`config.mk`:
```
export PLATFORM = sky130hd
export DESIGN_NAME = cdb_credit_out
export DESIGN_NICKNAME = d
export VERILOG_FILES = /design/src/common/rv32m_pkg.sv /design/src/common/ooo_pkg.sv /design/src/cdb_credit_out.sv
export VERILOG_INCLUDE_DIRS = /design/src /design/src/common
export SDC_FILE = /design/constraint.sdc
export NUM_CORES = 1
export LEC_CHECK = 0
export ABC_AREA = 1
export BUFFER_PORTS_ARGS = -buffer_cell sky130_fd_sc_hd__buf_4
export CAP_MARGIN = 40
export CORE_ASPECT_RATIO = 0.5
export CORE_MARGIN = 3
export CORE_UTILIZATION = 48
export DETAILED_ROUTE_END_ITERATION = 10
export PLACE_DENSITY = 0.74
export SLEW_MARGIN = 15
export SYNTH_ARGS = -nofsm -noshare
export SYNTH_HDL_FRONTEND = slang
export SYNTH_SLANG_ARGS = --single-unit
```
`constraint.sdc`:
```
create_clock -name clk -period 4.2 [get_ports clk]
set_clock_uncertainty 0.15 [all_clocks]
set_input_delay 0.63 -clock clk [delete_from_list [all_inputs] [get_ports clk]]
set_output_delay 0.63 -clock clk [all_outputs]
set_load 0.02 [all_outputs]
```
`src/common/ooo_settings.svh`:
```
`ifndef OOO_SETTINGS_SVH
`define OOO_SETTINGS_SVH

// Data path width in bits
`define XLEN 32

// Physical register file size
`define NUM_PREGS 64

// Multiply station entries, also the dispatch credits at reset
`define MUL_RS_DEPTH 4

// CDB credits granted at reset
`define CDB_CREDITS 2

// Reorder buffer entries
`define ROB_DEPTH 16

`endif

```
`src/common/rv32m_pkg.sv`:
```
`include "ooo_settings.svh"

package rv32m_pkg;

    // Architectural data word
    typedef logic [`XLEN-1:0] word_t;

    // Full product of two words
    typedef logic [2*`XLEN-1:0] dword_t;

    // M-extension multiply variants
    // MUL returns the low word, the others the high word
    typedef enum logic [1:0] {
        MUL    = 2'b00,
        // signed x signed
        MULH   = 2'b01,
        // signed x unsigned
        MULHSU = 2'b10,
        // unsigned x unsigned
        MULHU  = 2'b11
    } mul_op_e;

endpackage

```
`src/common/ooo_pkg.sv`:
```
`include "ooo_settings.svh"

package ooo_pkg;

    import rv32m_pkg::*;

    // Physical register tag
    typedef logic [$clog2(`NUM_PREGS)-1:0] preg_t;

    // Reorder buffer index
    typedef logic [$clog2(`ROB_DEPTH)-1:0] rob_idx_t;

    // Renamed multiply as it leaves dispatch
    typedef struct packed {
        mul_op_e  op;
        preg_t    rs1;
        preg_t    rs2;
        preg_t    rd;
        rob_idx_t rob_idx;
    } dispatch_t;

    // Issue from station to functional unit
    // start_calculate marks the single issue cycle
    typedef struct packed {
        logic      start_calculate;
        dispatch_t inst;
    } fu_input_t;

    // Functional unit result, same layout as the CDB payload
    typedef struct packed {
        preg_t    rd;
        rob_idx_t rob_idx;
        word_t    value;
    } cdb_packet_t;

    // Multiply wrapper FSM
    typedef enum logic [1:0] {
        IDLE = 2'b00,
        // Multiplier running
        BUSY = 2'b01,
        // Result waiting for the CDB buffer
        HOLD = 2'b10
    } mul_state_e;

endpackage

```
`src/cdb_credit_out.sv`:
```
`timescale 1ns/1ps
`include "ooo_settings.svh"

module cdb_credit_out
    import ooo_pkg::*;
(
    input  logic        clk,
    input  logic        rst,
    input  logic        res_valid,
    input  cdb_packet_t res,
    output logic        res_accept,
    output logic        cdb_valid,
    output cdb_packet_t cdb,
    input  logic        cdb_credit
);

    localparam int PTR_W = $clog2(`CDB_CREDITS);
    localparam int CNT_W = $clog2(`CDB_CREDITS + 1);
    localparam logic [PTR_W-1:0] LAST = PTR_W'(`CDB_CREDITS - 1);
    localparam logic [CNT_W-1:0] FULL = CNT_W'(`CDB_CREDITS);

    // One slot per credit, enough to cover the full credit window
    cdb_packet_t fifo_mem [`CDB_CREDITS];

    logic [PTR_W-1:0] wr_ptr;
    logic [PTR_W-1:0] rd_ptr;
    logic [CNT_W-1:0] fifo_cnt;
    logic [CNT_W-1:0] credit_cnt;
    logic             push;
    logic             send;

    assign res_accept = (fifo_cnt != FULL);
    assign push       = res_valid && res_accept;
    // Send only with a packet waiting and a credit in hand
    assign send       = (fifo_cnt != '0) && (credit_cnt != '0);

    assign cdb_valid = send;
    assign cdb       = fifo_mem[rd_ptr];

    always_ff @(posedge clk) begin
        if (push) begin
            fifo_mem[wr_ptr] <= res;
        end
    end

    always_ff @(posedge clk) begin
        if (rst) begin
            wr_ptr     <= '0;
            rd_ptr     <= '0;
            fifo_cnt   <= '0;
            credit_cnt <= FULL;
        end else begin
            if (push) begin
                wr_ptr <= (wr_ptr == LAST) ? '0 : wr_ptr + 1'b1;
            end
            if (send) begin
                rd_ptr <= (rd_ptr == LAST) ? '0 : rd_ptr + 1'b1;
            end
            case ({push, send})
                2'b10:   fifo_cnt <= fifo_cnt + 1'b1;
                2'b01:   fifo_cnt <= fifo_cnt - 1'b1;
                default: fifo_cnt <= fifo_cnt;
            endcase
            // Returned credit and a send in the same cycle cancel out
            case ({cdb_credit, send})
                2'b10:   credit_cnt <= credit_cnt + 1'b1;
                2'b01:   credit_cnt <= credit_cnt - 1'b1;
                default: credit_cnt <= credit_cnt;
            endcase
        end
    end

endmodule

```
==> results.py, run 1 <==
metrics = {
    "min_path": {
        "worstHoldStart": "credit_cnt[1]",
        "min_path_type": "reg2reg",
        "min_path_cells": 2,
        "holdPathEnd": "credit_cnt[1]",
    },
    "cts": {
        "clk_pin_slew_ns": 0.06,
        "clk-insertion-delay-late_ns": 0.34,
        "clockBufferDepth": 2,
        "cts_inserted_buffers": 9,
        "cts_setup_buffers": 0,
        "cts_tree": "done",
        "cts-root-buf": "clkbuf_16",
        "htree_levels": 3,
        "postCtsHoldBufs": 0,
        "clock_sinks": 91,
        "post_cts_resized": 0,
    },
    "power": {
        "p_int_mw": 2.002,
        "power_density_nw_per_um2": 622.7,
        "seq_power_share_pct": 43.0,
        "swShare_pct": 29.78,
        "power.total_mw": 2.852,
        "clkPwrFrac_pct": 24.5,
        "p_switching_uw": 849.3,
        "combPwrFrac_pct": 32.5,
        "irDropWorstVdd_v": 0.0002957,
        "p_leak_nw": 1.849,
    },
    "sta": {
        "worst_pin_slew_ns": 0.6562,
        "finalSetupViolCount": 0,
        "finalSetupTns_ns": 0,
        "final_max_slew_viol_count": 0,
        "fmax_mhz": 345.9,
        "relSlewSlack_pct": 56.25,
        "hold_viol": 0,
        "rsz0062_at_grt": "no",
        "period_needed_ns": 2.891,
        "finalCritPeriodShare_pct": 68.83,
    },
    "routing": {
        "routedWlPerCell_um": 15.67,
        "vias": 1825,
        "drt_iter0_markers": 88,
        "drc": 0,
        "via_per_inst": 4.815,
        "finalWirelength_um": 5938,
        "drtAntennaViolNets": 0,
        "first_pass_iters": 4,
    },
    "finish": {
        "drive_gt1_share_pct": 52.61,
        "instances_no_fill": 379,
        "num_antenna_cells": 0,
        "final_nets": 331,
        "fillers": 482,
        "syn_to_final_growth_pct": 27.57,
    },
    "yosys": {
        "synth-edff-count": 84,
        "yosysUniqueCellTypes": 15,
        "ys_seq_area_share_pct": 74.17,
        "synth_area_leaders": "edfxtp_1 70%, mux2_4 17%, dfxtp_1 3.9%, buf_12 2.2%, nand2_1 1.3%",
        "post-synth-top-count-cell": "edfxtp_1",
        "syn_avg_cell_area_um2": 19.40,
        "async_flop_share_pct": 0,
        "ys_ff_latch": 91,
        "synthTopCellsByCount": "84 x edfxtp_1, 40 x mux2_4, 12 x nand2_1, 11 x inv_1, 10 x nor2_1",
        "yosysTopAreaCellShare_pct": 70.27,
        "synthesis.area_um2": 3590,
        "ys_warn_count": 0,
        "synth_top_cell_by_area": "edfxtp_1",
        "synthCells": 185,
        "synth_top_flop_cell": "edfxtp_1",
        "synth_fp_nets": 233,
    },
    "place": {
        "dp_cells": 364,
        "io_buffer_count": 89,
        "finalWeightedCongestion": 0.7305,
        "dp_hpwl_um": 4199,
    },
    "critical_path": {
        "rr_endpoint": "fifo_mem[1][4]",
        "end_kind": "output pin",
        "r2r_start": "fifo_cnt[0]",
        "cp.arrival_ns": 2.11,
        "crit_type": "reg2out",
        "cp_slowest_stage_delay_ns": 0.75,
        "worstPathMaxFanout": 23,
        "startpoint_type": "register",
        "slowest_stage": "dfxtp_2",
        "crit_chain": "buf_4, mux2_4, buf_4",
        "worst_r2r_path_depth": 5,
        "crit_required_ns": 3.42,
        "cp_common_cell": "buf_4",
        "reg2reg_slack_ns": 2.06,
    },
    "global_routing": {
        "grt_max_degree": 26,
        "grt_overflow": 0,
        "antenna_found_initial": 0,
        "met3_usage_pct": 6.161,
        "busiest_layer": "met2",
        "track_usage_pct": 14.67,
        "grt_pass1_wl_um": 9101,
        "use_met2_pct": 25.71,
        "grt_pass1_vias": 1888,
        "grt_util_met1_pct": 15.82,
    },
    "floorplan": {
        "die_area_um2": 8615,
        "die_w_um": 128.3,
        "die_h_um": 67.15,
        "core_area_um2": 6963,
        "io_pins": 90,
        "initial_core_util_pct": 51.55,
        "rows": 21,
    },
    "outcome": {
        "outcome": "finished, final reports clean",
    },
    "flow_run": {
        "drv_cap": 0,
    },
}
[power groups by stage]
stage               combinational, mW  clock (mW)  sequential, mW
CTS                             0.941       0.717            1.23
detailed placement              0.941           0            1.25
global route                    0.993       0.752            1.24
global placement                0.917           0            1.24
floorplan                       0.704           0            1.20
finish                          0.926       0.700            1.23
[worst max path at each step]
stage / from / endpoint / slack [ns] / cells after the start
6_report: register / cdb[13] / 1.31 / 3
5_1_grt: register / cdb[13] / 1.19 / 3
4_1_cts: register / cdb[13] / 1.28 / 3
3_5_place_dp: register / cdb[9] / 1.65 / 3
3_3_place_gp: register / cdb[13] / 1.69 / 3
2_1_floorplan: fifo_cnt[0] / fifo_mem[0][0] / 1.09 / 4
[stage by stage]
| step | hold WS, ns | setup WS [ns] | util (%) | area, um^2 |
|---|---|---|---|---|
| floorplan | 0.2789 | 1.087 | - | 3590 |
| global placement | 0.2906 | 1.688 | 62.05 | 4320 |
| detailed placement | 0.3065 | 1.646 | 62.05 | 4320 |
| CTS | 0.3072 | 1.280 | 65.77 | 4579 |
| finish | 0.3257 | 1.309 | 65.77 | 4579 |
| global route | 0.3077 | 1.193 | 65.77 | 4579 |
[worst max-delay path, delay by kind of cell (launching register included)]
family	cells	cell delay, ns
buffers and inverters	2	0.67
DFF	1	0.75
muxes	1	0.35
[kinds of logic after synthesis]
kind of cell,count (synthesis),synth area share (%)
flops,91,74.17
mux,42,17.36
simple gates,28,3.242
buf+inv,16,3.695
compound gates,6,0.8363
fa+ha+maj,2,0.6970
[area by class of cell]
type                    instances  area (um^2)  share of cell area, %
flip-flops and latches         91         2664                  58.17
multi-input cells              78        809.5                  17.68
repair buffers                 92        690.7                  15.08
clock buffers                   9        225.2                  4.918
well taps                      92        115.1                  2.514
inverters                      11        41.29                 0.9016
clock inverters                 6        33.78                 0.7377
[cell usage in the layout, fill, tap and decap left out]
cell type,instances
a21oi_1,3
mux2_4,40
edfxtp_1,84
clkinv_1,1
nor2_4,2
and2_1,1
nand3_1,3
nand4_1,2
clkbuf_16,9
inv_1,11
dfxtp_2,1
nor2_1,8
mux2_2,2
ha_1,2
clkinv_2,3
buf_4,92
nand2_1,12
o21ai_0,3
dfxtp_1,6
clkinvlp_4,2
[registers in the layout (all words and copies together), names as in the netlist, named ones only]
signal	count
wr_ptr	1
rd_ptr	1
fifo_mem	84
credit_cnt	2
fifo_cnt	2
[routing by layer]
metal	vias up	routed length (um)
met4	0	87
met1	883	2321
met2	53	3178
met3	6	351
li1	883	-
met5	-	0
(Power assumes the default switching activity.)
==> run 2: changes to the inputs <==
CORE_UTILIZATION = 47   (was 48)
PLACE_DENSITY = 0.76   (was 0.74)
clock period = 2.4 ns   (was 4.2 ns; I/O delays follow)
==> run 2 against run 1 <==
  * Final cell count increased by 0.26%
  * Utilization up 0.86 points
  * Die area increased by 2.0%
  * Critical path type unchanged
  * Clock power is 120% higher
==> results.py, run 2 (synthesized netlist as in run 1, its figures left out) <==
metrics = {
    "critical_path": {
        "r2r_start": "fifo_cnt[0]",
        "rr_endpoint": "fifo_cnt[1]",
        "worst_r2r_path_depth": 9,
        "cp.arrival_ns": 1.54,
        "end_kind": "output pin",
        "reg2reg_slack_ns": 0.65,
        "worstPathMaxFanout": 42,
        "crit_required_ns": 1.89,
        "crit_type": "reg2out",
        "startpoint_type": "register",
    },
    "routing": {
        "finalWirelength_um": 5905,
        "wl_met1_um": 2202,
        "drtAntennaViolNets": 0,
        "maxUsedRoutingLayer": "met4",
        "wl_met3_um": 317,
        "routed-wl-met2_um": 3318,
        "drt_iter0_markers": 69,
        "drc": 0,
        "first_pass_iters": 4,
        "via_per_inst": 4.816,
        "routedWlPerCell_um": 15.54,
        "vias": 1830,
    },
    "min_path": {
        "holdPathEnd": "fifo_mem[0][23]",
        "min_path_type": "in2reg",
        "min_path_cells": 1,
        "worstHoldStart": "res[23]",
    },
    "cts": {
        "cts_inserted_buffers": 9,
        "htree_levels": 3,
        "cts-root-buf": "clkbuf_16",
        "clk-insertion-delay-late_ns": 0.33,
        "cts_tree": "done",
        "clock_sinks": 91,
        "post_cts_resized": 0,
        "clk_pin_slew_ns": 0.06,
        "clockBufferDepth": 2,
        "cts_setup_buffers": 0,
        "postCtsHoldBufs": 0,
    },
    "finish": {
        "largest-register": "fifo_mem",
        "largest_register_ffs": 84,
        "final_cell_area_um2": 4692,
        "drive_gt1_share_pct": 52.08,
        "syn_to_final_growth_pct": 30.71,
        "utilization_pct": 66.63,
        "final_nets": 331,
        "num_antenna_cells": 0,
        "top_regs": "fifo_mem x84, credit_cnt x2, fifo_cnt x2",
        "final_cell_mix": "89 x buf_4, 84 x edfxtp_1, 40 x mux2_4",
        "layout_commonest_cell": "buf_4",
    },
    "global_routing": {
        "grt_pass1_vias": 1967,
        "track_usage_pct": 14.33,
        "grt_max_degree": 43,
        "grt_overflow": 0,
        "antenna_found_initial": 0,
        "grt_pass1_wl_um": 9080,
    },
    "floorplan": {
        "core_area_um2": 7042,
        "die_w_um": 129.6,
        "initial_core_util_pct": 50.98,
        "rows": 21,
        "die_h_um": 67.80,
        "io_pins": 90,
        "die_area_um2": 8786,
    },
    "flow_run": {
        "drv_cap": 0,
    },
    "power": {
        "power_density_nw_per_um2": 1141,
        "power.total_mw": 5.353,
        "p_leak_nw": 1.892,
        "irDropWorstVdd_v": 0.0006021,
    },
    "sta": {
        "relSlewSlack_pct": 78.31,
        "fmax_mhz": 488.2,
        "final_max_slew_viol_count": 0,
        "finalCritPeriodShare_pct": 85.35,
        "period_needed_ns": 2.048,
        "finalSetupViolCount": 0,
        "rsz0062_at_grt": "no",
        "finalSetupTns_ns": 0,
        "worst_pin_slew_ns": 0.3254,
        "hold_viol": 0,
    },
    "place": {
        "dp_hpwl_um": 3995,
        "io_buffer_count": 89,
        "place_area_um2": 4358,
        "finalWeightedCongestion": 0.7382,
    },
    "outcome": {
        "outcome": "finished, final reports clean",
    },
}
[run 2: cell count changes in the layout (fill, tap and decap cells not counted), sizes merged]
cell	previous run	this run
clkbuf	9	11
bufinv	0	3
clkinvlp	2	1
clkinv	4	1
[run 2: worst max-delay path by stage]
stage          slack, ns         from              to  cells after the start
4_1_cts             0.34     register         cdb[30]                      3
5_1_grt             0.30     register         cdb[22]                      3
3_3_place_gp        0.73     register         cdb[22]                      3
3_5_place_dp        0.69  fifo_cnt[0]     fifo_cnt[1]                      9
6_report            0.35     register         cdb[30]                      3
2_1_floorplan      -0.03  fifo_cnt[0]  fifo_mem[0][0]                      4
[run 2: power breakdown]
group	internal [mW]	switching (mW)	total (mW)
Sequential	2.01	0.0765	2.09
Combinational	0.839	0.883	1.72
Clock	1.01	0.532	1.54
[run 2: layout make-up]
cell class	count	area (um^2)
clock inverters	5	101.3
multi-input cells	78	809.5
repair buffers	92	728.2
fillers	496	2350
flip-flops and latches	91	2664
well taps	92	115.1
clock buffers	11	232.7
inverters	11	41.29
[run 2: routing by layer]
layer | GRT usage (%) | up-vias
li1 | - | 888
met1 | 13.66 | 895
met2 | 27.44 | 39
met3 | 6.477 | 8
met4 | 5.570 | 0
met5 | 0 | -
[run 2: per-stage QoR]
| step | worst slack (ns) | instances | hold slack [ns] |
|---|---|---|---|
| 5_1_grt | 0.3006 | 380 | 0.04058 |
| 2_1_floorplan | -0.03433 | 185 | 0.2789 |
| 3_3_place_gp | 0.7326 | 364 | 0.2883 |
| 4_1_cts | 0.3416 | 380 | 0.04459 |
| 6_report | 0.3517 | 380 | 0.05690 |
| 3_5_place_dp | 0.6871 | 364 | 0.3062 |
[run 2: critical path, stage by stage, from the launching register on]
cell and delay, ns:
dfxtp_2 0.34, buf_12 0.29, mux2_2 0.38, buf_4 0.16
