===== config.mk =====
export PLATFORM = sky130hd
export DESIGN_NAME = mul_station
export DESIGN_NICKNAME = d
export VERILOG_FILES = /design/src/common/rv32m_pkg.sv /design/src/common/ooo_pkg.sv /design/src/mul_station/mul_station.sv
export VERILOG_INCLUDE_DIRS = /design/src /design/src/common
export SDC_FILE = /design/constraint.sdc
export NUM_CORES = 1
export LEC_CHECK = 0
export BUFFER_PORTS_ARGS = -buffer_cell sky130_fd_sc_hd__buf_4
export CAP_MARGIN = 20
export CORE_MARGIN = 4
export CORE_UTILIZATION = 55
export DETAILED_ROUTE_END_ITERATION = 10
export GPL_ROUTABILITY_DRIVEN = 0
export MAX_ROUTING_LAYER = met4
export PLACE_DENSITY = 0.86
export SYNTH_ARGS = -nofsm -noshare
export SYNTH_HDL_FRONTEND = slang
export SYNTH_SLANG_ARGS = --single-unit
export TNS_END_PERCENT = 100

===== constraint.sdc =====
create_clock -name clk -period 2.5 [get_ports clk]
set_clock_uncertainty 0.05 [all_clocks]
set_input_delay 0 -clock clk [delete_from_list [all_inputs] [get_ports clk]]
set_output_delay 0 -clock clk [all_outputs]
set_load 0.05 [all_outputs]

===== src/common/ooo_settings.svh =====
`ifndef OOO_SETTINGS_SVH
`define OOO_SETTINGS_SVH

// Data path width in bits
`define XLEN 32

// Physical register file size
`define NUM_PREGS 64

// Multiply station entries, also the dispatch credits at reset
`define MUL_RS_DEPTH 4

// CDB credits granted at reset
`define CDB_CREDITS 2

// Reorder buffer entries
`define ROB_DEPTH 16

`endif


===== src/common/rv32m_pkg.sv =====
`include "ooo_settings.svh"

package rv32m_pkg;

    // Architectural data word
    typedef logic [`XLEN-1:0] word_t;

    // Full product of two words
    typedef logic [2*`XLEN-1:0] dword_t;

    // M-extension multiply variants
    // MUL returns the low word, the others the high word
    typedef enum logic [1:0] {
        MUL    = 2'b00,
        // signed x signed
        MULH   = 2'b01,
        // signed x unsigned
        MULHSU = 2'b10,
        // unsigned x unsigned
        MULHU  = 2'b11
    } mul_op_e;

endpackage


===== src/common/ooo_pkg.sv =====
`include "ooo_settings.svh"

package ooo_pkg;

    import rv32m_pkg::*;

    // Physical register tag
    typedef logic [$clog2(`NUM_PREGS)-1:0] preg_t;

    // Reorder buffer index
    typedef logic [$clog2(`ROB_DEPTH)-1:0] rob_idx_t;

    // Renamed multiply as it leaves dispatch
    typedef struct packed {
        mul_op_e  op;
        preg_t    rs1;
        preg_t    rs2;
        preg_t    rd;
        rob_idx_t rob_idx;
    } dispatch_t;

    // Issue from station to functional unit
    // start_calculate marks the single issue cycle
    typedef struct packed {
        logic      start_calculate;
        dispatch_t inst;
    } fu_input_t;

    // Functional unit result, same layout as the CDB payload
    typedef struct packed {
        preg_t    rd;
        rob_idx_t rob_idx;
        word_t    value;
    } cdb_packet_t;

    // Multiply wrapper FSM
    typedef enum logic [1:0] {
        IDLE = 2'b00,
        // Multiplier running
        BUSY = 2'b01,
        // Result waiting for the CDB buffer
        HOLD = 2'b10
    } mul_state_e;

endpackage


===== src/mul_station/mul_station.sv =====
`timescale 1ns/1ps
`include "ooo_settings.svh"

module mul_station
    import ooo_pkg::*;
(
    input  logic      clk,
    input  logic      rst,
    input  logic      dispatch_valid,
    input  dispatch_t dispatch,
    output logic      dispatch_credit,
    output preg_t     rs1_tag,
    output preg_t     rs2_tag,
    input  logic      fu_ready,
    output fu_input_t issue
);

    localparam int PTR_W = $clog2(`MUL_RS_DEPTH);
    localparam int CNT_W = $clog2(`MUL_RS_DEPTH + 1);
    localparam logic [PTR_W-1:0] LAST = PTR_W'(`MUL_RS_DEPTH - 1);

    // Entries stay in dispatch order, sources are already ready
    dispatch_t entries [`MUL_RS_DEPTH];

    logic [PTR_W-1:0] head;
    logic [PTR_W-1:0] tail;
    logic [CNT_W-1:0] count;
    logic             push;
    logic             pop;

    // Sender holds credits, so a valid dispatch always finds room
    assign push = dispatch_valid;
    // Issue oldest entry whenever the unit is free
    assign pop  = (count != '0) && fu_ready;

    // Credit goes back in the same cycle the entry leaves
    assign dispatch_credit = pop;

    // Head entry drives the register file read tags
    assign rs1_tag = entries[head].rs1;
    assign rs2_tag = entries[head].rs2;

    assign issue.start_calculate = pop;
    assign issue.inst            = entries[head];

    always_ff @(posedge clk) begin
        if (push) begin
            entries[tail] <= dispatch;
        end
    end

    always_ff @(posedge clk) begin
        if (rst) begin
            head  <= '0;
            tail  <= '0;
            count <= '0;
        end else begin
            if (push) begin
                tail <= (tail == LAST) ? '0 : tail + 1'b1;
            end
            if (pop) begin
                head <= (head == LAST) ? '0 : head + 1'b1;
            end
            // Occupancy
            case ({push, pop})
                2'b10:   count <= count + 1'b1;
                2'b01:   count <= count - 1'b1;
                default: count <= count;
            endcase
        end
    end

endmodule


==> results of run 1 <==
timing repair:
action	in CTS	in global routing
resized for setup	0	0
endpoints found under the hold margin	105	0
hold buffers	28	0
cell type report:
| cell class | count | area [um^2] | area share [%] |
|---|---|---|---|
| Clock buffer | 9 | 124 | 2.46 |
| Inverter | 7 | 26.3 | 0.522 |
| Multi-Input combinational cell | 55 | 797 | 15.8 |
| Tap cell | 99 | 124 | 2.46 |
| Sequential cell | 105 | 3060 | 60.9 |
| Timing Repair Buffer | 101 | 828 | 16.5 |
| Clock inverter | 7 | 68.8 | 1.37 |
through the flow:
stage | worst slack [ns] | instances | hold WS, ns
floorplan | 0.333 | 186 | 0.0191
global placement | 0.651 | 339 | 0.149
detailed placement | 0.586 | 339 | 0.156
CTS | 0.341 | 383 | 0.311
global route | 0.281 | 383 | 0.321
finish | 0.392 | 383 | 0.328
sequential cells by signal, summed over array words and instances, names as in the netlist, named ones only:
signal   flops
entries     96
count        3
head         2
tail         2
cells in the final DEF, fill, tap and decap left out, types with 2 or more instances in the layout:
cell type      count
ha_1               6
dfxtp_1            8
xor2_1             2
mux2i_1            2
inv_6              2
clkinv_1           2
inv_1              7
dlygate4sd3_1     28
nor2_1             6
and2_1             4
clkbuf_8           9
edfxtp_1          96
mux4_2            20
or3_1              2
mux4_1             4
buf_4             73
a21oi_1            4
cells by family after synthesis:
| group | Yosys count | synth area share, % |
|---|---|---|
| multiplexers | 26 | 14.2 |
| XOR/XNOR | 2 | 0.433 |
| adder cells (fa/ha/maj) | 7 | 2.35 |
| AO/OA/AOI/OAI | 6 | 0.927 |
| AND/OR/NAND/NOR | 14 | 1.76 |
| flip-flops | 105 | 75.6 |
| buffers and inverters | 26 | 4.67 |
power by group through the flow:
| stage | clock [mW] | sequential [mW] | combinational [mW] |
|---|---|---|---|
| 5_1_grt | 1.11 | 2.11 | 1.67 |
| 3_5_place_dp | 0 | 2.14 | 1.56 |
| 6_report | 1.01 | 2.10 | 1.59 |
| 2_1_floorplan | 0 | 2.09 | 1.30 |
| 3_3_place_gp | 0 | 2.14 | 1.54 |
| 4_1_cts | 1.04 | 2.10 | 1.60 |
worst max-delay path: cells and delay by family (launching register included):
family	cells	cell delay, ns
DFF	1	0.65
buffers and inverters	2	0.50
muxes	1	0.54
final timing paths:
kind	from	endpoint	slack (ns)
setup / recovery	flip-flop	issue[23]	0.39
setup reg to reg	count[0]	count[2]	0.58
hold / removal	dispatch[13]	entries[0][13]	0.33
hold reg to reg	head[0]	flip-flop	0.46
layer usage:
metal | wire, um | up-vias | track usage [%]
li1 | - | 912 | -
met3 | 294 | 7 | 3.37
met1 | 2830 | 992 | 20.9
met4 | 71 | 0 | 6.14
met5 | 0 | - | -
met2 | 3550 | 53 | 27.0
==> impl_metrics.ini, run 1 <==
[run_status]
outcome = finished, final reports clean

[power]
ir_drop_mv = 0.479
powerDensity_nw_per_um2 = 934
p_sw_share_pct = 35.0
p_leak_nw = 1.80
clkPwrFrac_pct = 21.6
power_frac_comb_pct = 33.7
seqPwrFrac_pct = 44.7
p_switching_mw = 1.64
finalPower_mw = 4.70
p_int_mw = 3.05

[cts]
clockBufferDepth = 2
root_buffer = clkbuf_8
cts_setup_buffers = 0
cts_inserted_buffers = 9
cts.sinks = 105
cts_tree = built
clkTransAtPathRegs_ns = 0.09
h-tree-depth = 3
insertion_delay_ns = 0.36

[route]
first_pass_iters = 4
route.vias.total = 1964
drtIter0Drc = 95
final_antenna_net_count = 0
routed_wl_mm = 6.74
wl_per_cell_um = 17.6
drc = 0
via_per_inst = 5.13

[logic_synthesis]
postSynthCellCount = 186
synth_cell_type_count = 22
syn_nets = 221
ys_seq_area_share_pct = 75.6
synthArstFlopShare_pct = 0
synth_top_cell_by_area = edfxtp_1
synth-seq-cells = 105
synth.most_common_cell = edfxtp_1
syn_area_per_cell_um2 = 21.8
syn_area_um2 = 4050
synthTopCellsByCount = edfxtp_1, mux4_2, buf_4
synth_top_area_share_pct = 71.2
synthFlopType = edfxtp_1
yosysWarnings = 0
synth_area_leaders = edfxtp_1, mux4_2, dfxtp_1
synth-edff-count = 96

[floorplanning]
start_util_pct = 56.1
row_count = 31
die-width_um = 93.8
die_h_um = 93.8
die_area_um2 = 8800
ioPinCount = 66
core_region_area_um2 = 7210

[global_route]
grt-ovfl-total = 0
grt_use_total_pct = 16.6
antenna_found_initial = 0
grt_max_degree = 25
grt_pass1_vias = 2008
grt_pass1_wl_mm = 10.4

[worst_setup_path]
worstRegToRegCells = 8
path_class = flip-flop to output port
cp-start-kind = flip-flop
cpMaxStageDelayCell = dfxtp_2
cp_data_arrival_time_ns = 2.06
path_max_fanout = 14
cp_slowest_stage_delay_ns = 0.65
crit_required_ns = 2.45
cp-end-kind = output port
crit_chain = buf_4 > mux4_2 > buf_4
path_common_cell = buf_4

[timing]
tns_ns = 0
rsz0062_at_grt = false
finalMaxSlewViolations = 0
period_share_pct = 84.3
relSlewSlack_pct = 67.2
max_slew.worst_pin.slew_ns = 0.491
hold_viol = 0
fmax_mhz = 474
setup_viol = 0
min_period_ns = 2.11

[cells_and_area]
fin_util_pct = 69.8
antenna_cells = 0
fillers = 478
drive_above_1_share_pct = 38.4
area_growth_pct = 24.3
final_nets = 314
finish.instance_area_um2 = 5030

[place]
port_buffers = 65
place_area_um2 = 4560
hpwl_mm = 4.10

[min_path]
holdPathStages = 2
hold_path_class = primary input to flip-flop

[job]
drv_cap = 0
No activity file was read; power rests on OpenSTA's default activity.
==> run 2: changes to the inputs <==
- clock period: 2.5 -> 2.2 ns (I/O delays scaled with it)
==> run 2 against run 1 <==
Net effect:
- flip-flop and latch count unchanged
- via count up 1.8%
- sequential power up 14%
- worst hold slack better by 0.0031 ns
- sequential share of layout area about the same
- non-clock buffer count down 2
- global-route usage up 0.23 points
- first-iteration DRC count down 27%
- critical endpoint is now issue[20]
==> impl_metrics.ini, run 2 (synthesized netlist as in run 1, its figures left out) <==
[timing]
period_share_pct = 93.2
max_slew.worst_pin.slew_ns = 0.436
fmax_mhz = 488
hold_viol = 0
relSlewSlack_pct = 70.9
rsz0062_at_grt = false
layout_setup_ws_ns = 0.150
tns_ns = 0
min_period_ns = 2.05
setup_viol = 0
finalMaxSlewViolations = 0

[worst_setup_path]
path_max_fanout = 13
crit_required_ns = 2.15
cp_data_arrival_time_ns = 2.00
path_class = flip-flop to output port
cp-end-kind = output port
cp-start-kind = flip-flop

[place]
place_worst_setup_slack_ns = 0.225
hpwl_mm = 4.19
port_buffers = 65

[cells_and_area]
largest_reg_flops = 96
drive_above_1_share_pct = 38.7
top_regs = entries: 96 flops, count: 3 flops
fillers = 483
antenna_cells = 0
area_growth_pct = 24.2
largest-register = entries
mostFrequentLayoutCell = edfxtp_1
layout_common_cells = edfxtp_1, buf_4, dlygate4sd3_1
final_nets = 312

[route]
via_per_inst = 5.25
wl_per_cell_um = 17.9
drc = 0
drtIter0Drc = 69
first_pass_iters = 4
route.vias.total = 1999
routed_wl_mm = 6.83
final_antenna_net_count = 0

[min_path]
hold_path_class = primary input to flip-flop

[cts]
cts_tree = built
root_buffer = clkbuf_8
h-tree-depth = 3
clkTransAtPathRegs_ns = 0.09
clockBufferDepth = 2
cts_inserted_buffers = 9
cts.sinks = 105
cts_resized = 0
insertion_delay_ns = 0.35

[floorplanning]
die_area_um2 = 8800
die_h_um = 93.8
core_region_area_um2 = 7210
row_count = 31
ioPinCount = 66
start_util_pct = 56.1
die-width_um = 93.8

[power]
p_leak_nw = 1.79
powerDensity_nw_per_um2 = 1060
ir_drop_mv = 0.513
finalPower_mw = 5.34

[global_route]
grt_pass1_vias = 2082
grt_use_total_pct = 16.8
grt_max_degree = 25
grt_pass1_wl_mm = 10.6
antenna_found_initial = 0
grt-ovfl-total = 0

[job]
drv_cap = 0

[run_status]
outcome = finished, final reports clean
run 2: worst paths after layout:
path,start,to,slack [ns],cells past startpoint
min,dispatch[5],entries[1][5],0.33,2
min reg2reg,head[0],flip-flop,0.46,2
max,flip-flop,issue[20],0.15,3
max reg2reg,count[1],count[2],0.21,8
run 2: layout make-up:
| type | instances | area (um^2) | share of cell area [%] |
|---|---|---|---|
| Clock buffer | 9 | 124 | 2.46 |
| Tap cell | 99 | 124 | 2.46 |
| Sequential cell | 105 | 3060 | 60.9 |
| Clock inverter | 7 | 71.3 | 1.42 |
| Multi-Input combinational cell | 55 | 797 | 15.8 |
| Inverter | 7 | 26.3 | 0.522 |
| Timing Repair Buffer | 99 | 823 | 16.4 |
run 2: metrics by stage:
stage | hold slack [ns] | util, % | cell area, um^2 | instances
global placement | 0.150 | 63.3 | 4560 | 338
finish | 0.331 | 69.7 | 5030 | 381
detailed placement | 0.152 | 63.3 | 4560 | 338
global route | 0.323 | 69.7 | 5030 | 381
floorplan | 0.0191 | - | 4050 | 186
CTS | 0.305 | 69.7 | 5030 | 381
run 2: worst max-delay path, stage by stage (launching register included):
cell and delay (ns):
dfxtp_2 0.61, buf_4 0.28, mux4_2 0.54, buf_4 0.21
run 2: what timing repair did:
| action | 4_1_cts | 5_1_grt |
|---|---|---|
| hold buffers | 27 | 0 |
| hold endpoints to repair | 105 | 0 |
| buffers inserted | 0 | 0 |
run 2: metal layers:
metal / track usage (%) / vias to the layer above / part of all wire [%]
li1: - / 911 / -
met1: 20.5 / 1033 / 42
met2: 28.4 / 53 / 54
met3: 4.17 / 2 / 4.2
met4: 4.33 / 0 / 0.18
met5: - / - / 0
run 2: power breakdown:
part / switching [mW] / total (mW) / internal, mW
combinational: 1.16 / 1.81 / 0.654
clock: 0.616 / 1.14 / 0.524
sequential: 0.0928 / 2.39 / 2.29
total: 1.87 / 5.34 / 3.47
==> run 3: changes to the inputs <==
- CORE_UTILIZATION: 55 -> 58
- CTS_BUF_LIST: not set -> sky130_fd_sc_hd__clkbuf_8
- PLACE_DENSITY: 0.86 -> 0.82
==> run 3 against run 2 <==
Net effect:
- die area is 4.7% lower
- clock-buffer cell count stayed put
- routed wire length is 2.7% lower
- critical endpoint is now issue[18]
- largest power group unchanged
==> impl_metrics.ini, run 3 (synthesized netlist as in run 1, its figures left out) <==
[run_status]
outcome = finished, final reports clean

[cells_and_area]
largest_reg_flops = 96
largest-register = entries
mostFrequentLayoutCell = edfxtp_1
antenna_cells = 0
drive_above_1_share_pct = 39.1
layout_common_cells = edfxtp_1, buf_4, dlygate4sd3_1
final_nets = 314
multi_input_area_um2 = 797
seqCellArea_um2 = 3060
area_growth_pct = 25.4
fillers = 392
fin_cells = 380
top_regs = entries: 96 flops, count: 3 flops

[worst_setup_path]
cp_data_arrival_time_ns = 1.98
worstRegToRegCells = 8
path_max_fanout = 12
r2r_slack_ns = 0.25
cp-end-kind = output port
r2r-end = count[2]
crit_required_ns = 2.15
worstReg2RegStart = count[0]
path_class = flip-flop to output port
cp-start-kind = flip-flop

[place]
place_worst_setup_slack_ns = 0.264
hpwl_mm = 4.20
place_inst = 337
port_buffers = 65

[timing]
setup_viol = 0
hold_viol = 0
finalMaxSlewViolations = 0
relSlewSlack_pct = 63.1
layout_setup_ws_ns = 0.166
max_slew.worst_pin.slew_ns = 0.554
fmax_mhz = 492
min_period_ns = 2.03
rsz0062_at_grt = false
tns_ns = 0
period_share_pct = 92.5

[power]
p_int_mw = 3.70
clkPwrFrac_pct = 24.5
seqPwrFrac_pct = 42.9
p_switching_mw = 1.85
power_frac_comb_pct = 32.6
p_leak_nw = 1.82
p_sw_share_pct = 33.3
powerDensity_nw_per_um2 = 1090
ir_drop_mv = 0.643

[route]
route.vias.total = 1918
routed_wl_mm = 6.64
final_antenna_net_count = 0
drtIter0Drc = 120
drc = 0
first_pass_iters = 4
via_per_inst = 5.05
wl_per_cell_um = 17.5

[cts]
h-tree-depth = 3
insertion_delay_ns = 0.35
clkTransAtPathRegs_ns = 0.09
clockBufferDepth = 2
cts_inserted_buffers = 9
cts_tree = built
cts_setup_buffers = 0
root_buffer = clkbuf_8
cts.sinks = 105

[floorplanning]
die_area_um2 = 8380
row_count = 30
die_h_um = 91.6
die-width_um = 91.6
ioPinCount = 66
start_util_pct = 59.6
core_region_area_um2 = 6790

[min_path]
holdPathStages = 2
min_to = entries[3][23]
hp-start = dispatch[23]
hold_path_class = primary input to flip-flop

[global_route]
grt_use_total_pct = 17.6
grt_max_degree = 25
grt_pass1_wl_mm = 10.8
grt_pass1_vias = 2086
grt-ovfl-total = 0
antenna_found_initial = 0

[job]
drv_cap = 0
-- run 3: how the worst max path moves through the flow --
stage	start	cells after the start	endpoint	slack [ns]
floorplan	count[0]	8	count[2]	0.03
global placement	count[1]	8	count[2]	0.33
detailed placement	count[0]	8	count[2]	0.26
CTS	flip-flop	3	rs1_tag[4]	0.11
global route	flip-flop	3	rs1_tag[4]	0.02
finish	flip-flop	3	issue[18]	0.17
-- run 3: cell type report --
cell class                      instances  area share [%]
Sequential cell                       105            60.4
Timing Repair Buffer                  101            16.3
Multi-Input combinational cell         55            15.7
Clock buffer                            9            2.44
Tap cell                               96            2.37
Clock inverter                          7            2.34
Inverter                                7           0.518
-- run 3: layer usage --
layer  wire length (um)  GRT usage, %  part of all wire [%]  up-vias
li1                   -             -                     -      911
met1               2740          21.5                    41      941
met2               3530          29.3                    53       61
met3                323          4.47                   4.9        5
met4                 41          5.28                  0.62        0
met5                  0             -                     0        -
-- run 3: worst max-delay path, stage by stage (launching register included) --
cell and delay, ns:
dfxtp_2 0.58, buf_4 0.29, mux4_2 0.55, buf_4 0.21
-- run 3: per-stage QoR --
stage | power (mW) | hold WS [ns] | util (%) | instance area, um^2
2_1_floorplan | 3.85 | 0.0191 | - | 4050
3_3_place_gp | 4.18 | 0.151 | 67.2 | 4560
3_5_place_dp | 4.21 | 0.153 | 67.2 | 4560
4_1_cts | 5.60 | 0.316 | 74.7 | 5080
5_1_grt | 5.79 | 0.316 | 74.7 | 5080
6_report | 5.54 | 0.335 | 74.7 | 5080
-- run 3: power by group through the flow --
stage          Sequential (mW)  Combinational [mW]  Clock (mW)
2_1_floorplan             2.37                1.48           0
6_report                  2.38                1.81        1.36
5_1_grt                   2.39                1.91        1.49
3_5_place_dp              2.43                1.78           0
3_3_place_gp              2.42                1.76           0
4_1_cts                   2.38                1.83        1.40
-- run 3: what timing repair did --
action,CTS,global route
gates resized for setup,0,0
hold endpoints to repair,105,0
hold buffers,27,0
