--- config.mk ---
export PLATFORM = sky130hd
export DESIGN_NAME = fu_wrapper_mult
export DESIGN_NICKNAME = d
export VERILOG_FILES = /design/src/common/rv32m_pkg.sv /design/src/common/ooo_pkg.sv /design/src/mul_fu/shift_add_multiplier.sv /design/src/mul_fu/fu_wrapper_mult.sv
export VERILOG_INCLUDE_DIRS = /design/src /design/src/common
export SDC_FILE = /design/constraint.sdc
export NUM_CORES = 1
export LEC_CHECK = 0
export BUFFER_PORTS_ARGS = -buffer_cell sky130_fd_sc_hd__buf_2
export CAP_MARGIN = 5
export CORE_MARGIN = 1.5
export CORE_UTILIZATION = 55
export CTS_BUF_LIST = sky130_fd_sc_hd__clkbuf_8 sky130_fd_sc_hd__clkbuf_16
export DETAILED_ROUTE_END_ITERATION = 6
export GPL_ROUTABILITY_DRIVEN = 0
export GPL_TIMING_DRIVEN = 0
export HOLD_SLACK_MARGIN = 0.12
export PLACE_DENSITY_LB_ADDON = 0.15
export SLEW_MARGIN = 0
export SYNTH_ARGS = -nofsm -noshare
export SYNTH_HDL_FRONTEND = slang
export SYNTH_SLANG_ARGS = --single-unit
--- constraint.sdc ---
create_clock -name clk -period 3.4 [get_ports clk]
set_input_delay 0.34 -clock clk [delete_from_list [all_inputs] [get_ports clk]]
set_output_delay 0.34 -clock clk [all_outputs]
set_load 0.005 [all_outputs]
--- src/common/ooo_settings.svh ---
`ifndef OOO_SETTINGS_SVH
`define OOO_SETTINGS_SVH

// Data path width in bits
`define XLEN 32

// Physical register file size
`define NUM_PREGS 64

// Multiply station entries, also the dispatch credits at reset
`define MUL_RS_DEPTH 4

// CDB credits granted at reset
`define CDB_CREDITS 2

// Reorder buffer entries
`define ROB_DEPTH 16

`endif

--- src/common/rv32m_pkg.sv ---
`include "ooo_settings.svh"

package rv32m_pkg;

    // Architectural data word
    typedef logic [`XLEN-1:0] word_t;

    // Full product of two words
    typedef logic [2*`XLEN-1:0] dword_t;

    // M-extension multiply variants
    // MUL returns the low word, the others the high word
    typedef enum logic [1:0] {
        MUL    = 2'b00,
        // signed x signed
        MULH   = 2'b01,
        // signed x unsigned
        MULHSU = 2'b10,
        // unsigned x unsigned
        MULHU  = 2'b11
    } mul_op_e;

endpackage

--- src/common/ooo_pkg.sv ---
`include "ooo_settings.svh"

package ooo_pkg;

    import rv32m_pkg::*;

    // Physical register tag
    typedef logic [$clog2(`NUM_PREGS)-1:0] preg_t;

    // Reorder buffer index
    typedef logic [$clog2(`ROB_DEPTH)-1:0] rob_idx_t;

    // Renamed multiply as it leaves dispatch
    typedef struct packed {
        mul_op_e  op;
        preg_t    rs1;
        preg_t    rs2;
        preg_t    rd;
        rob_idx_t rob_idx;
    } dispatch_t;

    // Issue from station to functional unit
    // start_calculate marks the single issue cycle
    typedef struct packed {
        logic      start_calculate;
        dispatch_t inst;
    } fu_input_t;

    // Functional unit result, same layout as the CDB payload
    typedef struct packed {
        preg_t    rd;
        rob_idx_t rob_idx;
        word_t    value;
    } cdb_packet_t;

    // Multiply wrapper FSM
    typedef enum logic [1:0] {
        IDLE = 2'b00,
        // Multiplier running
        BUSY = 2'b01,
        // Result waiting for the CDB buffer
        HOLD = 2'b10
    } mul_state_e;

endpackage

--- src/mul_fu/shift_add_multiplier.sv ---
`timescale 1ns/1ps
`include "ooo_settings.svh"

module shift_add_multiplier
    import rv32m_pkg::*;
(
    input  logic    clk,
    input  logic    rst,
    input  logic    start,
    input  mul_op_e op,
    input  word_t   a,
    input  word_t   b,
    output word_t   p,
    output logic    done
);

    localparam int CNT_W = $clog2(`XLEN);
    localparam logic [CNT_W-1:0] LAST_STEP = CNT_W'(`XLEN - 1);

    // Operands widened by one bit so unsigned values keep their range
    logic [`XLEN:0] a_ext;
    logic [`XLEN:0] b_ext;
    logic [`XLEN:0] a_mag;
    logic [`XLEN:0] b_mag;
    logic           a_signed;
    logic           b_signed;

    logic             busy;
    logic [CNT_W-1:0] step;
    mul_op_e          op_q;
    logic             neg_q;
    dword_t           acc;
    dword_t           mcand;
    word_t            mplier;
    dword_t           prod;

    always_comb begin
        // MULHU treats rs1 as unsigned, MULHSU and MULHU treat rs2 that way
        a_signed = (op != MULHU);
        b_signed = (op == MUL) || (op == MULH);
        a_ext    = {a_signed & a[`XLEN-1], a};
        b_ext    = {b_signed & b[`XLEN-1], b};
        // Magnitudes always fit in XLEN bits
        a_mag    = a_ext[`XLEN] ? -a_ext : a_ext;
        b_mag    = b_ext[`XLEN] ? -b_ext : b_ext;
    end

    // Payload path, one add and shift per step
    always_ff @(posedge clk) begin
        if (start) begin
            op_q   <= op;
            neg_q  <= a_ext[`XLEN] ^ b_ext[`XLEN];
            acc    <= '0;
            mcand  <= dword_t'(a_mag[`XLEN-1:0]);
            mplier <= b_mag[`XLEN-1:0];
        end else if (busy) begin
            if (mplier[0]) begin
                acc <= acc + mcand;
            end
            mcand  <= mcand << 1;
            mplier <= mplier >> 1;
        end
    end

    // Step counter, done follows the last step
    always_ff @(posedge clk) begin
        if (rst) begin
            busy <= 1'b0;
            step <= '0;
            done <= 1'b0;
        end else begin
            done <= 1'b0;
            if (start) begin
                busy <= 1'b1;
                step <= '0;
            end else if (busy) begin
                step <= step + 1'b1;
                if (step == LAST_STEP) begin
                    busy <= 1'b0;
                    done <= 1'b1;
                end
            end
        end
    end

    // Sign correction and word select straight off the accumulator
    assign prod = neg_q ? -acc : acc;
    assign p    = (op_q == MUL) ? prod[`XLEN-1:0] : prod[2*`XLEN-1:`XLEN];

endmodule

--- src/mul_fu/fu_wrapper_mult.sv ---
`timescale 1ns/1ps

module fu_wrapper_mult
    import rv32m_pkg::*;
    import ooo_pkg::*;
(
    input  logic        clk,
    input  logic        rst,
    input  fu_input_t   issue,
    input  word_t       rs1_data,
    input  word_t       rs2_data,
    output logic        fu_ready,
    output logic        res_valid,
    output cdb_packet_t res,
    input  logic        res_accept
);

    mul_state_e state;

    // Instruction and operands captured at issue
    dispatch_t inst_q;
    word_t     a_q;
    word_t     b_q;

    logic  start;
    word_t prod;
    logic  done;

    // Ready is a plain state decode, issue depends on it so it must not
    // depend on start_calculate in turn
    assign fu_ready  = (state == IDLE);
    assign res_valid = (state == HOLD);

    // Operand capture happens in the issue cycle itself
    always_ff @(posedge clk) begin
        if ((state == IDLE) && issue.start_calculate) begin
            inst_q <= issue.inst;
            a_q    <= rs1_data;
            b_q    <= rs2_data;
        end
    end

    // Result register, tagged with the captured destination
    always_ff @(posedge clk) begin
        if ((state == BUSY) && done) begin
            res.rd      <= inst_q.rd;
            res.rob_idx <= inst_q.rob_idx;
            res.value   <= prod;
        end
    end

    always_ff @(posedge clk) begin
        if (rst) begin
            state <= IDLE;
            start <= 1'b0;
        end else begin
            // Start is a one cycle pulse
            start <= 1'b0;
            case (state)
                IDLE: begin
                    if (issue.start_calculate) begin
                        start <= 1'b1;
                        state <= BUSY;
                    end
                end
                BUSY: begin
                    if (done) begin
                        state <= HOLD;
                    end
                end
                HOLD: begin
                    // Stay busy until the CDB buffer takes it
                    if (res_accept) begin
                        state <= IDLE;
                    end
                end
                default: state <= IDLE;
            endcase
        end
    end

    shift_add_multiplier u_mult (
        .clk   (clk),
        .rst   (rst),
        .start (start),
        .op    (inst_q.op),
        .a     (a_q),
        .b     (b_q),
        .p     (prod),
        .done  (done)
    );

endmodule

==> flow_metrics.py, run 1 <==
metrics = {
    "synthesis": {
        "synth_area_per_cell_sq_um": 9.528,
        "yosysSeqAreaShare": 0.4690,
        "async_flop_share": 0,
        "ys_seq_elements": 291,
        "syn_nets": 1879,
        "yosys-top-cells-area": "edfxtp_1 34%, dfxtp_1 13%, a21oi_1 6.2%",
        "synth_ff_type": "edfxtp_1",
        "synth-edff-count": 185,
        "yosys.area.top_type_share": 0.3394,
        "synth_area_sq_um": 16370,
        "synth_cell_types": 73,
        "synthesis.instances": 1718,
        "synth_warnings": 0,
        "synth_top_area_cell": "edfxtp_1",
    },
    "drt": {
        "dr.first_iter.drc_count": 977,
        "ant_nets": 0,
        "wl_per_cell_um": 17.60,
        "viasPerCell": 5.796,
        "drc_errors": 0,
        "routed_wl_um": 42140,
        "vias": 13880,
        "dr.pass1.iters": 5,
    },
    "place": {
        "dp_hpwl_um": 29910,
        "dp_cells": 2228,
        "io_buffers": 123,
    },
    "clock_tree": {
        "root_buffer": "clkbuf_16",
        "numCtsBuffers": 31,
        "path_clk_slew_ns": 0.06,
        "tritoncts": "yes",
        "clockBufferDepth": 3,
        "htreeDepth": 1,
        "cts_sinks": 291,
        "worstSkewPairLatency_ns": 0.57,
    },
    "setup_path": {
        "reg2reg_to": "res[25]",
        "r2r-start": "u_mult.acc[10]",
        "cp-start-kind": "register",
        "crit_fanout": 5,
        "crit_path_end_kind": "register",
        "required_ns": 3.69,
        "ff2ff_setup_slack_ns": -0.16,
        "critPathArrivalTime_ns": 3.85,
        "reg2reg_depth": 10,
        "worstSetupPathType": "register to register",
    },
    "cells_and_area": {
        "diodes": 0,
        "final_common_cell": "nand2_1",
        "final_nets": 2149,
        "drive_gt1_frac": 0.1676,
        "synthToLayoutAreaGrowth_pct": 23.24,
        "num-fill-cells": 2231,
        "stdcell_count": 2395,
        "final_cell_mix": "201 x nand2_1, 192 x a21oi_1, 189 x nor2_1",
    },
    "die": {
        "rows": 62,
        "design.die.area_sq_um": 30810,
        "die_x_um": 175.5,
        "io_pins": 136,
        "core-area_sq_um": 29010,
        "start_util": 0.5642,
        "die_h_um": 175.5,
    },
    "global_routing": {
        "grt_pass1_vias": 13220,
        "grt_pass1_wl_um": 67910,
        "grt_remaining_overflow": 0,
        "grt_max_degree": 67,
        "grt.total_usage": 0.2720,
        "antenna_found_initial": 0,
    },
    "outcome": {
        "failed_checks": "setup timing",
        "status": "finished with violations",
    },
    "worst_hold_path": {
        "hold-path-endpoint": "res[32]",
        "hp-start": "inst_q[0]",
        "hold_class": "register to register",
        "min_path_cells": 0,
    },
    "pwr": {
        "p_per_area_nw_per_um2": 497.0,
        "total_leakage_power_nw": 7.952,
        "vdd_drop_max_mv": 0.4173,
        "finalPower_w": 0.01003,
    },
    "timing": {
        "hold_viol_final": 0,
        "fin_crit_ns": 3.556,
        "worst_slew_pin_slew_ns": 0.9791,
        "drv_slew": 0,
        "fin_skew_ns": 0.01462,
        "worst_slack_ns": -0.1561,
        "slew_headroom": 0.3473,
        "fmax_mhz": 281.2,
        "setup_violations": 9,
        "post-route-period-util": 1.046,
        "grt_setup_unrepaired": "yes",
    },
    "flow_run": {
        "maxCapViolCount": 0,
    },
}
[stage by stage]
step / worst slack [ns] / area [sq um] / hold WS (ns) / utilization / setup TNS (ns)
floorplan: -0.05749 / 16400 / 0.4003 / - / -0.09149
global placement: -0.7275 / 17490 / 0.4006 / 0.6029 / -16.21
detailed placement: -0.7566 / 17570 / 0.4045 / 0.6056 / -11.36
CTS: -0.2440 / 19800 / 0.4178 / 0.6823 / -1.109
global route: -0.2280 / 20170 / 0.4273 / 0.6954 / -2.195
finish: -0.1561 / 20170 / 0.4156 / 0.6954 / -0.6975
[registers in the layout, indices dropped and copies added (netlist names), 2 cells and up]
register and count:
u_mult.op_q 2, inst_q 12, b_q 32, u_mult.mplier 32, u_mult.acc 64, a_q 32, res 42, state 2
u_mult.mcand 64, u_mult.step 5
[power by group]
group,internal [W],switching (W),leakage (nW),total [W]
combinational,0.00110,0.00141,4.83,0.00251
sequential,0.00404,0.000287,2.60,0.00433
clock,0.00183,0.00135,0.518,0.00318
total,0.00698,0.00305,7.95,0.0100
[logic make-up after synthesis]
family / count (synthesis) / share of synthesized area
and+or+nand+nor: 559 / 0.1550
xor gates and xnor gates: 183 / 0.09791
adders and majority gates: 69 / 0.05320
muxes: 41 / 0.02538
buffers and inverters: 112 / 0.02798
AOI/OAI and AO/OA: 463 / 0.1715
DFF: 291 / 0.4690
[cell type report]
class | instances | area [sq um] | area share
repair buffers | 246 | 1808 | 0.08962
plain buffers | 76 | 316.6 | 0.01569
flip-flops and latches | 291 | 7710 | 0.3822
clock inverters | 23 | 153.9 | 0.007628
clock buffers | 33 | 803.3 | 0.03982
multi-input cells | 1315 | 8801 | 0.4362
well taps | 384 | 480.5 | 0.02382
inverters | 27 | 101.3 | 0.005024
[metal layers]
layer | vias to the layer above | track usage | wire, um
met2 | 537 | 0.4527 | 19330
met5 | - | 0 | 0
met1 | 6498 | 0.3637 | 18630
met4 | 0 | 0.1086 | 1774
li1 | 6747 | - | -
met3 | 100 | 0.03095 | 2407
[cell usage after synthesis, drive strengths merged (20+ instances only)]
library cell / instances
nor3: 21
dfxtp: 106
o31ai: 26
a21o: 35
nand2: 203
nor2: 192
xnor2: 113
ha: 68
clkbuf: 73
xor2: 70
nand4: 20
mux2i: 37
edfxtp: 185
inv: 27
nand3: 22
a21oi: 204
o21ai: 91
[critical path, stage by stage, from the launching register on]
cell and delay (ns):
dfxtp_4 0.34, or4_4 0.53, or4_4 0.43, or2_4 0.24, or4_4 0.54, nor2_4 0.13
nand3_2 0.12, or4_4 0.47, o41ai_4 0.24, xor2_1 0.18, o21ai_1 0.07
[worst max-delay path by stage]
| stage | startpoint | slack, ns | cells after the start | to |
|---|---|---|---|---|
| 2_1_floorplan | u_mult.acc[13] | -0.06 | 11 | res[25] |
| 3_3_place_gp | u_mult.acc[0] | -0.73 | 13 | u_mult.acc[60] |
| 3_5_place_dp | u_mult.acc[0] | -0.76 | 13 | u_mult.acc[60] |
| 4_1_cts | u_mult.acc[10] | -0.24 | 11 | res[31] |
| 5_1_grt | u_mult.acc[10] | -0.23 | 11 | res[31] |
| 6_report | u_mult.acc[10] | -0.16 | 10 | res[25] |
[repair_timing]
action / CTS / global route
hold buffers: 79 / 0
buffers inserted: 25 / 18
hold endpoints to repair: 80 / 0
pin swaps: 30 / 37
setup endpoints to repair: 46 / 38
gates resized for setup: 73 / 68
Power figures use the tool's default switching activity.
==> inputs of run 2 (changes only) <==
--- a/config.mk
+++ b/config.mk
@@ -6,12 +6,12 @@
 export SDC_FILE = /design/constraint.sdc
 export NUM_CORES = 1
 export LEC_CHECK = 0
-export BUFFER_PORTS_ARGS = -buffer_cell sky130_fd_sc_hd__buf_2
 export CAP_MARGIN = 5
 export CORE_MARGIN = 1.5
-export CORE_UTILIZATION = 55
+export CORE_UTILIZATION = 58
 export CTS_BUF_LIST = sky130_fd_sc_hd__clkbuf_8 sky130_fd_sc_hd__clkbuf_16
 export DETAILED_ROUTE_END_ITERATION = 6
+export DONT_BUFFER_PORTS = 1
 export GPL_ROUTABILITY_DRIVEN = 0
 export GPL_TIMING_DRIVEN = 0
 export HOLD_SLACK_MARGIN = 0.12
==> run 2 against run 1 <==
Against the previous run:
- the run still ends with setup timing left
- die area shrank 5.1%
- final cell count shrank 5.1%
- utilization grew 1.3 points
- fmax shrank 0.67%
- clock power grew 10%
- register-to-register slack lost 0.02 ns
- first-iteration DRC count shrank 3.4%
- sequential share of layout area grew 0.94 points
- critical path type unchanged
- largest power group unchanged
- highest routed layer unchanged
==> flow_metrics.py, run 2 (same netlist as run 1, synthesis figures left out) <==
metrics = {
    "timing": {
        "worst_slack_ns": -0.1801,
        "slew_headroom": 0.3778,
        "setup_violations": 6,
        "fmax_mhz": 279.3,
        "drv_slew": 0,
        "worst_slew_pin_slew_ns": 0.9333,
        "fin_skew_ns": 0.02160,
        "post-route-period-util": 1.053,
        "hold_viol_final": 0,
        "fin_crit_ns": 3.580,
        "grt_setup_unrepaired": "yes",
    },
    "die": {
        "design.die.area_sq_um": 29240,
        "die_h_um": 171.0,
        "io_pins": 136,
        "start_util": 0.5892,
        "die_x_um": 171.0,
        "core-area_sq_um": 27780,
        "rows": 61,
    },
    "setup_path": {
        "crit_path_end_kind": "register",
        "ff2ff_setup_slack_ns": -0.18,
        "critical_path.cell_chain": "or4_4, or4_4, or2_4, or4_4, nor2_4, nand3_2, or4_4, o41ai_4, xor2_1, o21ai_1",
        "cp-start-kind": "register",
        "crit_fanout": 4,
        "slowest_stage": "or4_4",
        "cpMostUsedCell": "or4_4",
        "slowest_delay_ns": 0.54,
        "worstSetupPathType": "register to register",
        "critPathArrivalTime_ns": 3.84,
        "required_ns": 3.66,
    },
    "drt": {
        "dr.first_iter.drc_count": 944,
        "vias": 13530,
        "drc_errors": 0,
        "wl_per_cell_um": 18.30,
        "viasPerCell": 5.949,
        "routed_wl_um": 41620,
        "dr.pass1.iters": 5,
        "ant_nets": 0,
    },
    "place": {
        "dp_cells": 2098,
        "dp_hpwl_um": 29400,
        "io_buffers": 0,
    },
    "cells_and_area": {
        "final_cell_mix": "199 x nand2_1, 191 x a21oi_1, 188 x nor2_1",
        "final_nets": 2032,
        "final_common_cell": "nand2_1",
        "drive_gt1_frac": 0.1129,
        "reg_top3": "u_mult.acc: 64 flops, u_mult.mcand: 64 flops, res: 42 flops",
        "num-fill-cells": 2146,
        "diodes": 0,
        "stdcell_count": 2274,
        "synthToLayoutAreaGrowth_pct": 20.22,
    },
    "pwr": {
        "p_per_area_nw_per_um2": 524.3,
        "total_leakage_power_nw": 7.539,
        "vdd_drop_max_mv": 0.4636,
        "finalPower_w": 0.01032,
    },
    "clock_tree": {
        "numCtsBuffers": 34,
        "root_buffer": "clkbuf_16",
        "htreeDepth": 2,
        "tritoncts": "yes",
        "worstSkewPairLatency_ns": 0.53,
        "cts_sinks": 291,
        "clockBufferDepth": 3,
        "path_clk_slew_ns": 0.06,
    },
    "global_routing": {
        "grt_remaining_overflow": 0,
        "grt_max_degree": 67,
        "antenna_found_initial": 0,
        "grt.total_usage": 0.2813,
        "grt_pass1_vias": 12650,
        "grt_pass1_wl_um": 65080,
    },
    "outcome": {
        "failed_checks": "setup timing",
        "status": "finished with violations",
    },
    "flow_run": {
        "maxCapViolCount": 0,
    },
    "worst_hold_path": {
        "hold_class": "input port to register",
    },
}
## run 2: repair_timing
action                                 4_1_cts  5_1_grt
buffers inserted                            22       18
pin swaps                                   26       37
resized for setup                           70       71
endpoints found under the hold margin       80        0
setup endpoints to repair                   42       38
hold buffers                                79        0
gates cloned                                 0        0
## run 2: per-layer routing
| metal | global-route usage | up-vias | share of wire |
|---|---|---|---|
| met4 | 0.1068 | 0 | 0.034 |
| met3 | 0.04002 | 100 | 0.065 |
| met5 | 0 | - | 0 |
| met1 | 0.3773 | 6330 | 0.44 |
| li1 | - | 6540 | - |
| met2 | 0.4616 | 558 | 0.47 |
## run 2: layout make-up
type                    count  area (sq um)  share of cell area
inverters                  27         101.3            0.005150
multi-input cells        1315          8811              0.4477
well taps                 378         473.0             0.02403
clock buffers              36         878.3             0.04463
flip-flops and latches    291          7705              0.3915
plain buffers              83         347.8             0.01768
repair buffers            119          1154             0.05862
clock inverters            25         209.0             0.01062
## run 2: final timing paths
kind                                      from       to  cells after the start
worst max-delay path            u_mult.acc[12]  res[25]                     10
worst min-delay path                 issue[24]    start                      2
worst max register to register  u_mult.acc[12]  res[25]                     10
worst min register to register       inst_q[3]  res[35]                      0
## run 2: power breakdown
group | switching, W | internal [W]
registers | 0.000293 | 0.00404
clock network | 0.00147 | 0.00204
logic | 0.00141 | 0.00107
total | 0.00316 | 0.00715
## run 2: metrics by stage
stage                     hold WS (ns)  area [sq um]  setup WS, ns  TNS (ns)  utilization
after floorplan                 0.4003         16400      -0.05749  -0.09149            -
after global placement          0.4006         16870       -0.7260    -23.51       0.6072
after detailed placement        0.4052         16930       -0.7486    -12.45       0.6094
after CTS                       0.2125         19240       -0.2634    -1.172       0.6926
after global routing            0.2123         19680       -0.2561    -1.792       0.7083
final                           0.2183         19680       -0.1801   -0.5996       0.7083
## run 2: critical path, delay by kind of cell (launching register included)
family          cells  cell delay, ns
simple gates        7            2.45
flops               1            0.34
compound gates      2            0.34
xor+xnor            1            0.20
